<file path="config.mk">
export PLATFORM = sky130hd
export DESIGN_NAME = mgt_tx_top
export DESIGN_NICKNAME = d
export VERILOG_FILES = /design/src/logic/mgt_tx_pkg.sv /design/src/logic/enc_8b10b.sv /design/src/logic/frame_gen.sv /design/src/logic/lane_encoder.sv /design/src/logic/mgt_tx_top.sv
export SDC_FILE = /design/constraint.sdc
export NUM_CORES = 1
export LEC_CHECK = 0
export BUFFER_PORTS_ARGS = -buffer_cell sky130_fd_sc_hd__buf_2
export CAP_MARGIN = 15
export CORE_MARGIN = 2
export CORE_UTILIZATION = 38
export DETAILED_ROUTE_END_ITERATION = 8
export HOLD_SLACK_MARGIN = 0.1
export PLACE_DENSITY = 0.65
export SLEW_MARGIN = 25
export SYNTH_ARGS = -nofsm -noshare
export SYNTH_HDL_FRONTEND = slang
export SYNTH_SLANG_ARGS = --single-unit
</file>
<file path="constraint.sdc">
create_clock -name tx_clk -period 33.6 [get_ports tx_clk]
set_clock_uncertainty 0.15 [all_clocks]
set_input_delay 1.68 -clock tx_clk [delete_from_list [all_inputs] [get_ports tx_clk]]
set_output_delay 1.68 -clock tx_clk [all_outputs]
set_load 0.1 [all_outputs]
</file>
<file path="src/logic/mgt_tx_pkg.sv">
package mgt_tx_pkg;

    // Comma character K28.5
    localparam logic [7:0]  k28_5      = 8'hBC;
    localparam logic [15:0] comma_word = {k28_5, k28_5};  // Sent with both K flags set

    // Payload words that follow the comma, used in index order
    localparam int payload_count = 3;
    localparam logic [payload_count-1:0][15:0] payload_table = {
        16'h23A7,   // D3.1  D7.5
        16'h4034,   // D0.2  D20.1
        16'h5854    // D24.2 D20.2 at entry 0
    };

    // Running disparity states
    localparam logic rd_neg = 1'b0;
    localparam logic rd_pos = 1'b1;

    // Sub-block view of one byte
    typedef struct packed {
        logic [2:0] hgf;    // Feeds the 3b/4b code
        logic [4:0] edcba;  // Feeds the 5b/6b code
    } byte_fields_t;

    // One byte read raw or as its two 8b/10b fields
    typedef union packed {
        logic [7:0]   raw;
        byte_fields_t f;
    } byte_u;

endpackage

</file>
<file path="src/logic/enc_8b10b.sv">
`timescale 1ns/1ps

module enc_8b10b (
    input  mgt_tx_pkg::byte_u data_in,
    input  logic              is_k,     // Control character request
    input  logic              rd_in,    // Disparity before this byte
    output logic [9:0]        code,     // Bit a at 0, bit j at 9
    output logic              rd_out    // Disparity after this byte
);

    logic [4:0] x;          // EDCBA
    logic [2:0] y;          // HGF
    logic [5:0] six_neg;    // 5b/6b code for RD-, a at bit 5
    logic [5:0] abcdei;
    logic [3:0] four_neg;   // 3b/4b code for RD-, f at bit 3
    logic [3:0] fghj;
    logic       rd_mid;     // Disparity between the sub-blocks
    logic       use_a7;
    logic [9:0] sym_w;      // Code in transmit order, a at bit 9

    assign x = data_in.f.edcba;
    assign y = data_in.f.hgf;

    // 5b/6b lookup
    always_comb
    begin
        case (x)
            5'd0:    six_neg = 6'b100111;
            5'd1:    six_neg = 6'b011101;
            5'd2:    six_neg = 6'b101101;
            5'd3:    six_neg = 6'b110001;
            5'd4:    six_neg = 6'b110101;
            5'd5:    six_neg = 6'b101001;
            5'd6:    six_neg = 6'b011001;
            5'd7:    six_neg = 6'b111000;  // Balanced but flips with disparity
            5'd8:    six_neg = 6'b111001;
            5'd9:    six_neg = 6'b100101;
            5'd10:   six_neg = 6'b010101;
            5'd11:   six_neg = 6'b110100;
            5'd12:   six_neg = 6'b001101;
            5'd13:   six_neg = 6'b101100;
            5'd14:   six_neg = 6'b011100;
            5'd15:   six_neg = 6'b010111;
            5'd16:   six_neg = 6'b011011;
            5'd17:   six_neg = 6'b100011;
            5'd18:   six_neg = 6'b010011;
            5'd19:   six_neg = 6'b110010;
            5'd20:   six_neg = 6'b001011;
            5'd21:   six_neg = 6'b101010;
            5'd22:   six_neg = 6'b011010;
            5'd23:   six_neg = 6'b111010;  // Also K23
            5'd24:   six_neg = 6'b110011;
            5'd25:   six_neg = 6'b100110;
            5'd26:   six_neg = 6'b010110;
            5'd27:   six_neg = 6'b110110;  // Also K27
            5'd28:   six_neg = 6'b001110;
            5'd29:   six_neg = 6'b101110;  // Also K29
            5'd30:   six_neg = 6'b011110;  // Also K30
            default: six_neg = 6'b101011;  // D.31
        endcase
        if (is_k && x == 5'd28)
            six_neg = 6'b001111;           // K28 has its own 6b form

        // Unbalanced codes and D.07 invert at RD+
        if (rd_in == mgt_tx_pkg::rd_pos && ($countones(six_neg) != 3 || x == 5'd7))
            abcdei = ~six_neg;
        else
            abcdei = six_neg;

        if ($countones(abcdei) > 3)
            rd_mid = mgt_tx_pkg::rd_pos;
        else if ($countones(abcdei) < 3)
            rd_mid = mgt_tx_pkg::rd_neg;
        else
            rd_mid = rd_in;
    end

    // Alternate x.7 avoids a run of five in the e i f g h j boundary
    assign use_a7 = (y == 3'd7) &&
                    (is_k ||
                     (rd_mid == mgt_tx_pkg::rd_neg && (x == 5'd17 || x == 5'd18 || x == 5'd20)) ||
                     (rd_mid == mgt_tx_pkg::rd_pos && (x == 5'd11 || x == 5'd13 || x == 5'd14)));

    // 3b/4b lookup, K forms differ for y of 1, 2, 5 and 6
    always_comb
    begin
        case (y)
            3'd0:    four_neg = 4'b1011;
            3'd1:    four_neg = is_k ? 4'b0110 : 4'b1001;
            3'd2:    four_neg = is_k ? 4'b1010 : 4'b0101;
            3'd3:    four_neg = 4'b1100;
            3'd4:    four_neg = 4'b1101;
            3'd5:    four_neg = is_k ? 4'b0101 : 4'b1010;
            3'd6:    four_neg = is_k ? 4'b1001 : 4'b0110;
            default: four_neg = use_a7 ? 4'b0111 : 4'b1110;  // A7 or P7
        endcase

        // x.3 and every K form invert at RD+ even when balanced
        if (rd_mid == mgt_tx_pkg::rd_pos &&
            ($countones(four_neg) != 2 || y == 3'd3 || is_k))
            fghj = ~four_neg;
        else
            fghj = four_neg;

        if ($countones(fghj) > 2)
            rd_out = mgt_tx_pkg::rd_pos;
        else if ($countones(fghj) < 2)
            rd_out = mgt_tx_pkg::rd_neg;
        else
            rd_out = rd_mid;
    end

    // Bit a goes out first, so it lands at code[0]
    assign sym_w = {abcdei, fghj};

    always_comb
    begin
        for (int i = 0; i < 10; i++)
            code[i] = sym_w[9 - i];
    end

    // Only K28.y and K23/K27/K29/K30.7 exist
    always_comb
    begin
        if (is_k)
            assert final (x == 5'd28 ||
                          (y == 3'd7 && (x == 5'd23 || x == 5'd27 || x == 5'd29 || x == 5'd30)))
                else $error("enc_8b10b: no K code for byte %h", data_in.raw);
    end

endmodule

</file>
<file path="src/logic/frame_gen.sv">
`timescale 1ns/1ps

module frame_gen #(
    parameter int frame_words = 8     // Words per frame with the comma, at least 2
) (
    input  logic        tx_clk,
    input  logic        arst_n,
    input  logic        ready,        // Transmit reset done
    output logic [15:0] tx_data,
    output logic [1:0]  tx_is_k       // Bit 0 low byte, bit 1 high byte
);

    localparam int idx_w = $clog2(frame_words);
    localparam int ptr_w = $clog2(mgt_tx_pkg::payload_count);

    localparam logic [idx_w-1:0] idx_last = idx_w'(frame_words - 1);
    localparam logic [ptr_w-1:0] ptr_last = ptr_w'(mgt_tx_pkg::payload_count - 1);

    logic [idx_w-1:0] idx;      // Position in frame, 0 is the comma
    logic [ptr_w-1:0] pay_ptr;  // Payload table entry for the next data word

    always_ff @(posedge tx_clk or negedge arst_n)
    begin
        if (!arst_n)
        begin
            idx     <= '0;
            pay_ptr <= '0;
            tx_data <= '0;
            tx_is_k <= '0;
        end
        else if (!ready)
        begin
            // Idle zeros, frame restarts when ready returns
            idx     <= '0;
            pay_ptr <= '0;
            tx_data <= '0;
            tx_is_k <= '0;
        end
        else
        begin
            if (idx == '0)
            begin
                tx_data <= mgt_tx_pkg::comma_word;
                tx_is_k <= 2'b11;                                  // K flags from position
            end
            else
            begin
                tx_data <= mgt_tx_pkg::payload_table[pay_ptr];
                tx_is_k <= 2'b00;
            end

            if (idx == idx_last)
            begin
                idx     <= '0;                                     // Wrap to next comma
                pay_ptr <= '0;
            end
            else
            begin
                idx <= idx + 1'b1;
                if (idx != '0)
                    pay_ptr <= (pay_ptr == ptr_last) ? '0 : pay_ptr + 1'b1;  // Mod 3 walk
            end
        end
    end

    // K flags come as a pair and only on the comma word
    assert property (@(posedge tx_clk) disable iff (!arst_n)
        (tx_is_k == 2'b00) ||
        (tx_is_k == 2'b11 && tx_data == mgt_tx_pkg::comma_word))
        else $error("frame_gen: bad K flags %b with data %h", tx_is_k, tx_data);

endmodule

</file>
<file path="src/logic/lane_encoder.sv">
`timescale 1ns/1ps

module lane_encoder (
    input  logic        tx_clk,
    input  logic        arst_n,
    input  logic [15:0] tx_data,
    input  logic [1:0]  tx_is_k,
    output logic [19:0] tx_symbol    // Low byte code in 9:0, sent first
);

    logic       rd_q;       // Running disparity between cycles
    logic       rd_mid;     // After the low byte
    logic       rd_next;    // After the high byte
    logic [9:0] code_lo;
    logic [9:0] code_hi;

    // Low byte first, from the held disparity
    enc_8b10b enc_lo_i (
        .data_in (mgt_tx_pkg::byte_u'(tx_data[7:0])),
        .is_k    (tx_is_k[0]),
        .rd_in   (rd_q),
        .code    (code_lo),
        .rd_out  (rd_mid)
    );

    // High byte continues from the low byte
    enc_8b10b enc_hi_i (
        .data_in (mgt_tx_pkg::byte_u'(tx_data[15:8])),
        .is_k    (tx_is_k[1]),
        .rd_in   (rd_mid),
        .code    (code_hi),
        .rd_out  (rd_next)
    );

    always_ff @(posedge tx_clk or negedge arst_n)
    begin
        if (!arst_n)
        begin
            tx_symbol <= '0;
            rd_q      <= mgt_tx_pkg::rd_neg;   // Link starts at RD-
        end
        else
        begin
            tx_symbol <= {code_hi, code_lo};
            rd_q      <= rd_next;
        end
    end

    // Every code word is 4, 5 or 6 ones once the first symbol is loaded
    assert property (@(posedge tx_clk) disable iff (!arst_n)
        $past(arst_n) |->
            ($countones(tx_symbol[9:0]) inside {4, 5, 6}) &&
            ($countones(tx_symbol[19:10]) inside {4, 5, 6}))
        else $error("lane_encoder: unbalanced code pair %h", tx_symbol);

endmodule

</file>
<file path="src/logic/mgt_tx_top.sv">
`timescale 1ns/1ps

module mgt_tx_top #(
    parameter int frame_words = 8    // Words per frame with the comma
) (
    input  logic        tx_clk,
    input  logic        arst_n,
    input  logic        ready,       // Transceiver transmit reset done
    output logic [15:0] tx_data,     // Parallel word to the transceiver
    output logic [1:0]  tx_is_k,     // Per-byte K flags
    output logic [19:0] tx_symbol    // Coded symbol pair
);

    // Frame words, one per clock
    frame_gen #(
        .frame_words (frame_words)
    ) frame_gen_i (
        .tx_clk  (tx_clk),
        .arst_n  (arst_n),
        .ready   (ready),
        .tx_data (tx_data),
        .tx_is_k (tx_is_k)
    );

    // One cycle behind the generator
    lane_encoder lane_encoder_i (
        .tx_clk    (tx_clk),
        .arst_n    (arst_n),
        .tx_data   (tx_data),
        .tx_is_k   (tx_is_k),
        .tx_symbol (tx_symbol)
    );

endmodule

</file>
==> results of run 1 <==
[critical path, delay by kind of cell, from the launching register on]
| family | cells | cell delay (ns) |
|---|---|---|
| adders and majority gates | 22 | 7.33 |
| and+or+nand+nor | 9 | 2.22 |
| AOI/OAI and AO/OA | 8 | 1.88 |
| xor gates and xnor gates | 4 | 0.81 |
| DFF | 1 | 0.65 |
| buffers and inverters | 8 | 0.64 |
[registers in the layout (all words and copies together) (netlist names)]
name / flops
frame_gen_i.pay_ptr: 2
lane_encoder_i.rd_q: 1
frame_gen_i.tx_data: 8
lane_encoder_i.tx_symbol: 20
frame_gen_i.tx_is_k: 1
frame_gen_i.idx: 3
[cells in the final DEF (no fill, tap or decap), drive strengths merged, types with 6 or more instances in the layout]
cell type  Yosys  layout
xor2           7       7
dfrtp         35      35
a21oi         11      11
xnor2         12      12
nor2          12      12
inv           39      39
fa            12      12
buf           19      41
ha            39      39
nor2b          7       7
a211oi         6       6
nand2         15      15
[through the flow]
stage / setup slack [ns] / instances / utilization / instance area (um2)
4_1_cts: 19.74 / 409 / 0.437 / 3170
2_1_floorplan: 20.23 / 281 / - / 2850
3_3_place_gp: 20.10 / 401 / 0.419 / 3040
5_1_grt: 18.92 / 409 / 0.437 / 3170
6_report: 19.77 / 409 / 0.437 / 3170
3_5_place_dp: 19.78 / 401 / 0.419 / 3040
[logic make-up after synthesis]
logic type      after synthesis  share of synthesized area
flops                        35                      0.308
xor+xnor                     19                     0.0585
simple gates                 61                      0.126
compound gates               53                      0.140
buf+inv                      59                      0.101
mux                           3                     0.0110
fa+ha+maj                    51                      0.256
[cell type report]
type / instances / area share
Tap cell: 99 / 0.0390
Clock inverter: 3 / 0.0213
Timing Repair Buffer: 41 / 0.0655
Inverter: 39 / 0.0461
Clock buffer: 5 / 0.0217
Sequential cell: 35 / 0.276
Multi-Input combinational cell: 187 / 0.530
[metal layers]
metal,global-route usage,up-vias
li1,-,984
met1,0.173,943
met2,0.228,50
met3,0.0309,8
met4,0.0538,0
met5,0,-
[how the worst max path moves through the flow]
stage | startpoint | end | cells past startpoint
finish | frame_gen_i.tx_data[9]$_DFF_PN0_ | lane_encoder_i.rd_q$_DFF_PN0_ | 51
global route | frame_gen_i.tx_data[9]$_DFF_PN0_ | lane_encoder_i.rd_q$_DFF_PN0_ | 50
CTS | frame_gen_i.tx_data[9]$_DFF_PN0_ | lane_encoder_i.rd_q$_DFF_PN0_ | 51
detailed placement | frame_gen_i.tx_data[9]$_DFF_PN0_ | lane_encoder_i.rd_q$_DFF_PN0_ | 51
global placement | frame_gen_i.tx_data[9]$_DFF_PN0_ | lane_encoder_i.rd_q$_DFF_PN0_ | 51
floorplan | frame_gen_i.tx_data[9]$_DFF_PN0_ | lane_encoder_i.rd_q$_DFF_PN0_ | 52
==> flow_summary.toml, run 1 <==
[outcome]
status = "finished clean"

[global_routing]
grt_max_degree = 38
antenna_found_initial = 0
grt_pass1_vias = 1915
grt_usage = 0.137
grt_pass1_wl_um = 9060
gr-total-overflow = 0

[finish]
multi_input_area_mm2 = 0.00168
drive_gt1_frac = 0.190
syn_to_final_growth_pct = 11.5
nets = 363
antenna_cells = 0
regArea_um2 = 876
fillers = 681

[routing]
wl_per_cell_um = 13.3
wl_met2_um = 2610
firstDrtPassIters = 4
ant_nets = 0
dr.max_layer_used = "met4"
vias = 1985
wl_met3_um = 214
wl_met1_um = 2510
vias_per_cell = 4.85
drtIter0Drc = 65
drcViolationCount = 0
routed_wl_um = 5440

[clock_network]
cts_setup_buffers = 0
clock_sinks = 35
clk_pin_slew_ns = 0.08
cts_buffer_depth = 2
cts_buffers = 5
cts_tree = "built"
cts-resized-gates = 0
clock_tree.root_cell = "clkbuf_8"
cts_hold_buffers = 0
h-tree-depth = 2
insertion_delay_ns = 0.29

[timing]
timing.hold.ws_ns = 0.309
hold_violations = 0
rsz0062_at_grt = "false"
finalCritPeriodShare = 0.412
worst_pin_slew_ns = 0.807
max_freq_ghz = 0.0723
setup_viol = 0
setup_tns_ns = 0
relSlewSlack = 0.462
fin_crit_ns = 13.83
report.final.slew_viol_count = 0

[synthesis]
ys_top_cells_by_count = "ha_1 (39), inv_1 (39), dfrtp_1 (35), nand2_1 (15), buf_4 (14)"
synth_edf_count = 0
synth-seq-area-share = 0.308
postSynthCellCount = 281
syn_avg_cell_area_um2 = 10.1
synth_top_area_share = 0.308
synth_nets = 335
synth_area_leader_cell = "dfrtp_1"
yosys_warnings = 0
yosys_register_bits = 35
ys_top_cells_by_area = "dfrtp_1 (31%), ha_1 (17%), fa_1 (8.4%)"
async_flop_share = 1.00
netlist_area_mm2 = 0.00285
ys_types = 54
synth-main-ff-cell = "dfrtp_1"

[job]
drv_cap = 0

[worst_hold_path]
hp-class = "flip-flop to flip-flop"
hp-start = "frame_gen_i.idx[0]$_DFF_PN0_"
hold_end = "frame_gen_i.idx[0]$_DFF_PN0_"
whs_path_depth = 1

[setup_path]
path_class = "flip-flop to flip-flop"
cp.arrival_ns = 13.85
cp-end-kind = "flip-flop"
start_kind = "flip-flop"
r2r-end = "lane_encoder_i.rd_q$_DFF_PN0_"
crit_path_frequent_cell = "ha_1"
required_ns = 33.62
ff2ff_setup_slack_ns = 19.77
critPathMaxStageDelay_ns = 0.65
r2r-start = "frame_gen_i.tx_data[9]$_DFF_PN0_"
reg2regPathDepth = 51
slowest_stage = "dfrtp_1"
worstPathMaxFanout = 17

[placed_design]
gp_congestion = 0.817
numPortBuffers = 40
dpl.hpwl_um = 4090

[floorplanning]
start_util = 0.392
die_h_um = 90.5
die_width_um = 90.5
ioPinCount = 41
core_area_mm2 = 0.00725
rows = 31
die-area_mm2 = 0.00820
Power of run 1 is not shown: default switching activity piles up to over one toggle a cycle in this logic, so the estimate is an artifact.
==> run 2, diff against run 1 <==
==> constraint.sdc (replaced) <==
create_clock -name tx_clk -period 12.9 [get_ports tx_clk]
set_clock_uncertainty 0.15 [all_clocks]
set_input_delay 0.645 -clock tx_clk [delete_from_list [all_inputs] [get_ports tx_clk]]
set_output_delay 0.645 -clock tx_clk [all_outputs]
set_load 0.1 [all_outputs]
==> flow_summary.toml, run 2 (synthesis gave the netlist of run 1 again) <==
[finish]
drive_gt1_frac = 0.278
largest_register = "lane_encoder_i.tx_symbol"
mostFrequentLayoutCells = "buf_2 (40), inv_1 (38), ha_1 (37), dfrtp_1 (32), buf_4 (18)"
antenna_cells = 0
largest_register_ffs = 20
post-route-util = 0.465
nets = 380
syn_to_final_growth_pct = 18.5
final_common_cell = "buf_2"
fillers = 704
reg_top3 = "lane_encoder_i.tx_symbol (20), frame_gen_i.tx_data (8), frame_gen_i.idx (3)"

[floorplanning]
ioPinCount = 41
die_h_um = 90.5
rows = 31
die_width_um = 90.5
core_area_mm2 = 0.00725
start_util = 0.392
die-area_mm2 = 0.00820

[outcome]
status = "finished clean"

[global_routing]
grt_usage = 0.143
gr-total-overflow = 0
grt_max_degree = 36
grt_pass1_wl_um = 9590
antenna_found_initial = 0
grt_pass1_vias = 2024

[routing]
wl_per_cell_um = 13.0
vias_per_cell = 4.85
ant_nets = 0
drcViolationCount = 0
drtIter0Drc = 137
vias = 2065
routed_wl_um = 5530
firstDrtPassIters = 4

[clock_network]
insertion_delay_ns = 0.29
cts_buffers = 5
clock_tree.root_cell = "clkbuf_8"
h-tree-depth = 2
clk_pin_slew_ns = 0.08
cts_buffer_depth = 2
cts_tree = "built"
clock_sinks = 35

[setup_path]
crit_path_frequent_cell = "ha_1"
cp.buffers_inverters = 8
cp-end-kind = "flip-flop"
critPathMaxStageDelay_ns = 0.54
cp.arrival_ns = 12.37
path_class = "flip-flop to flip-flop"
worstPathMaxFanout = 6
start_kind = "flip-flop"
slowest_stage = "fa_1"
critPathTopFamily = "adder cells"
required_ns = 12.92

[timing]
relSlewSlack = 0.467
report.final.slew_viol_count = 0
finalCritPeriodShare = 0.958
worst_pin_slew_ns = 0.799
setup_viol = 0
hold_violations = 0
fin_crit_ns = 12.35
max_freq_ghz = 0.0810
setup_tns_ns = 0
layout_setup_ws_ns = 0.548

[job]
drv_cap = 0

[worst_hold_path]
hp-class = "primary input to async pin"

[placed_design]
dp_slack_ns = 0.302
numPortBuffers = 40
dpl.hpwl_um = 4160
gp_congestion = 0.851
run 2: changes by cell type in the layout (fill, tap and decap cells not counted), moves of 2 or more:
cell / before / now
dfrtp_2: 0 / 2
xnor2_2: 0 / 2
xnor2_1: 12 / 10
ha_1: 39 / 37
buf_4: 1 / 18
dfrtp_1: 35 / 32
a41oi_1: 2 / 0
a41oi_2: 0 / 2
run 2: worst paths after layout:
kind	from	endpoint	slack, ns	cells past startpoint
setup / recovery	frame_gen_i.tx_data[9]$_DFF_PN0_	lane_encoder_i.rd_q$_DFF_PN0_	0.55	51
hold / removal	arst_n	lane_encoder_i.tx_symbol[2]$_DFF_PN0_	0.29	1
setup reg to reg	frame_gen_i.tx_data[9]$_DFF_PN0_	lane_encoder_i.rd_q$_DFF_PN0_	0.55	51
hold reg to reg	frame_gen_i.idx[0]$_DFF_PN0_	frame_gen_i.idx[0]$_DFF_PN0_	0.32	1
max in group asynchronous	arst_n	frame_gen_i.tx_data[9]$_DFF_PN0_	11.73	1
min in group tx_clk	frame_gen_i.idx[0]$_DFF_PN0_	frame_gen_i.idx[0]$_DFF_PN0_	0.32	1
run 2: final cells by class:
class                           instances  area [um2]  area share
Inverter                               39         150      0.0445
Clock inverter                          2        38.8      0.0115
Clock buffer                            6        82.6      0.0245
Sequential cell                        35         882       0.262
Multi-Input combinational cell        187        1760       0.522
Timing Repair Buffer                   58         335      0.0994
Tap cell                               99         124      0.0367
run 2: metrics by stage:
step	hold slack, ns	instances	instance area (um2)
final	0.286	426	3370
after CTS	0.315	419	3240
after global routing	0.336	426	3370
after global placement	0.305	411	3120
after detailed placement	0.309	411	3120
after floorplan	0.199	281	2850
run 2: timing repair:
item,in CTS,in global routing
endpoints found under the hold margin,0,0
hold buffers,0,0
setup endpoints to repair,0,1
buffers inserted,0,7
resized for setup,0,14
run 2: metal layers:
layer / part of all wire / track usage
met5: 0 / 0
met4: 0.013 / 0.0436
met3: 0.036 / 0.0376
met2: 0.48 / 0.223
met1: 0.47 / 0.194
Power of run 2 is left out for the same reason.
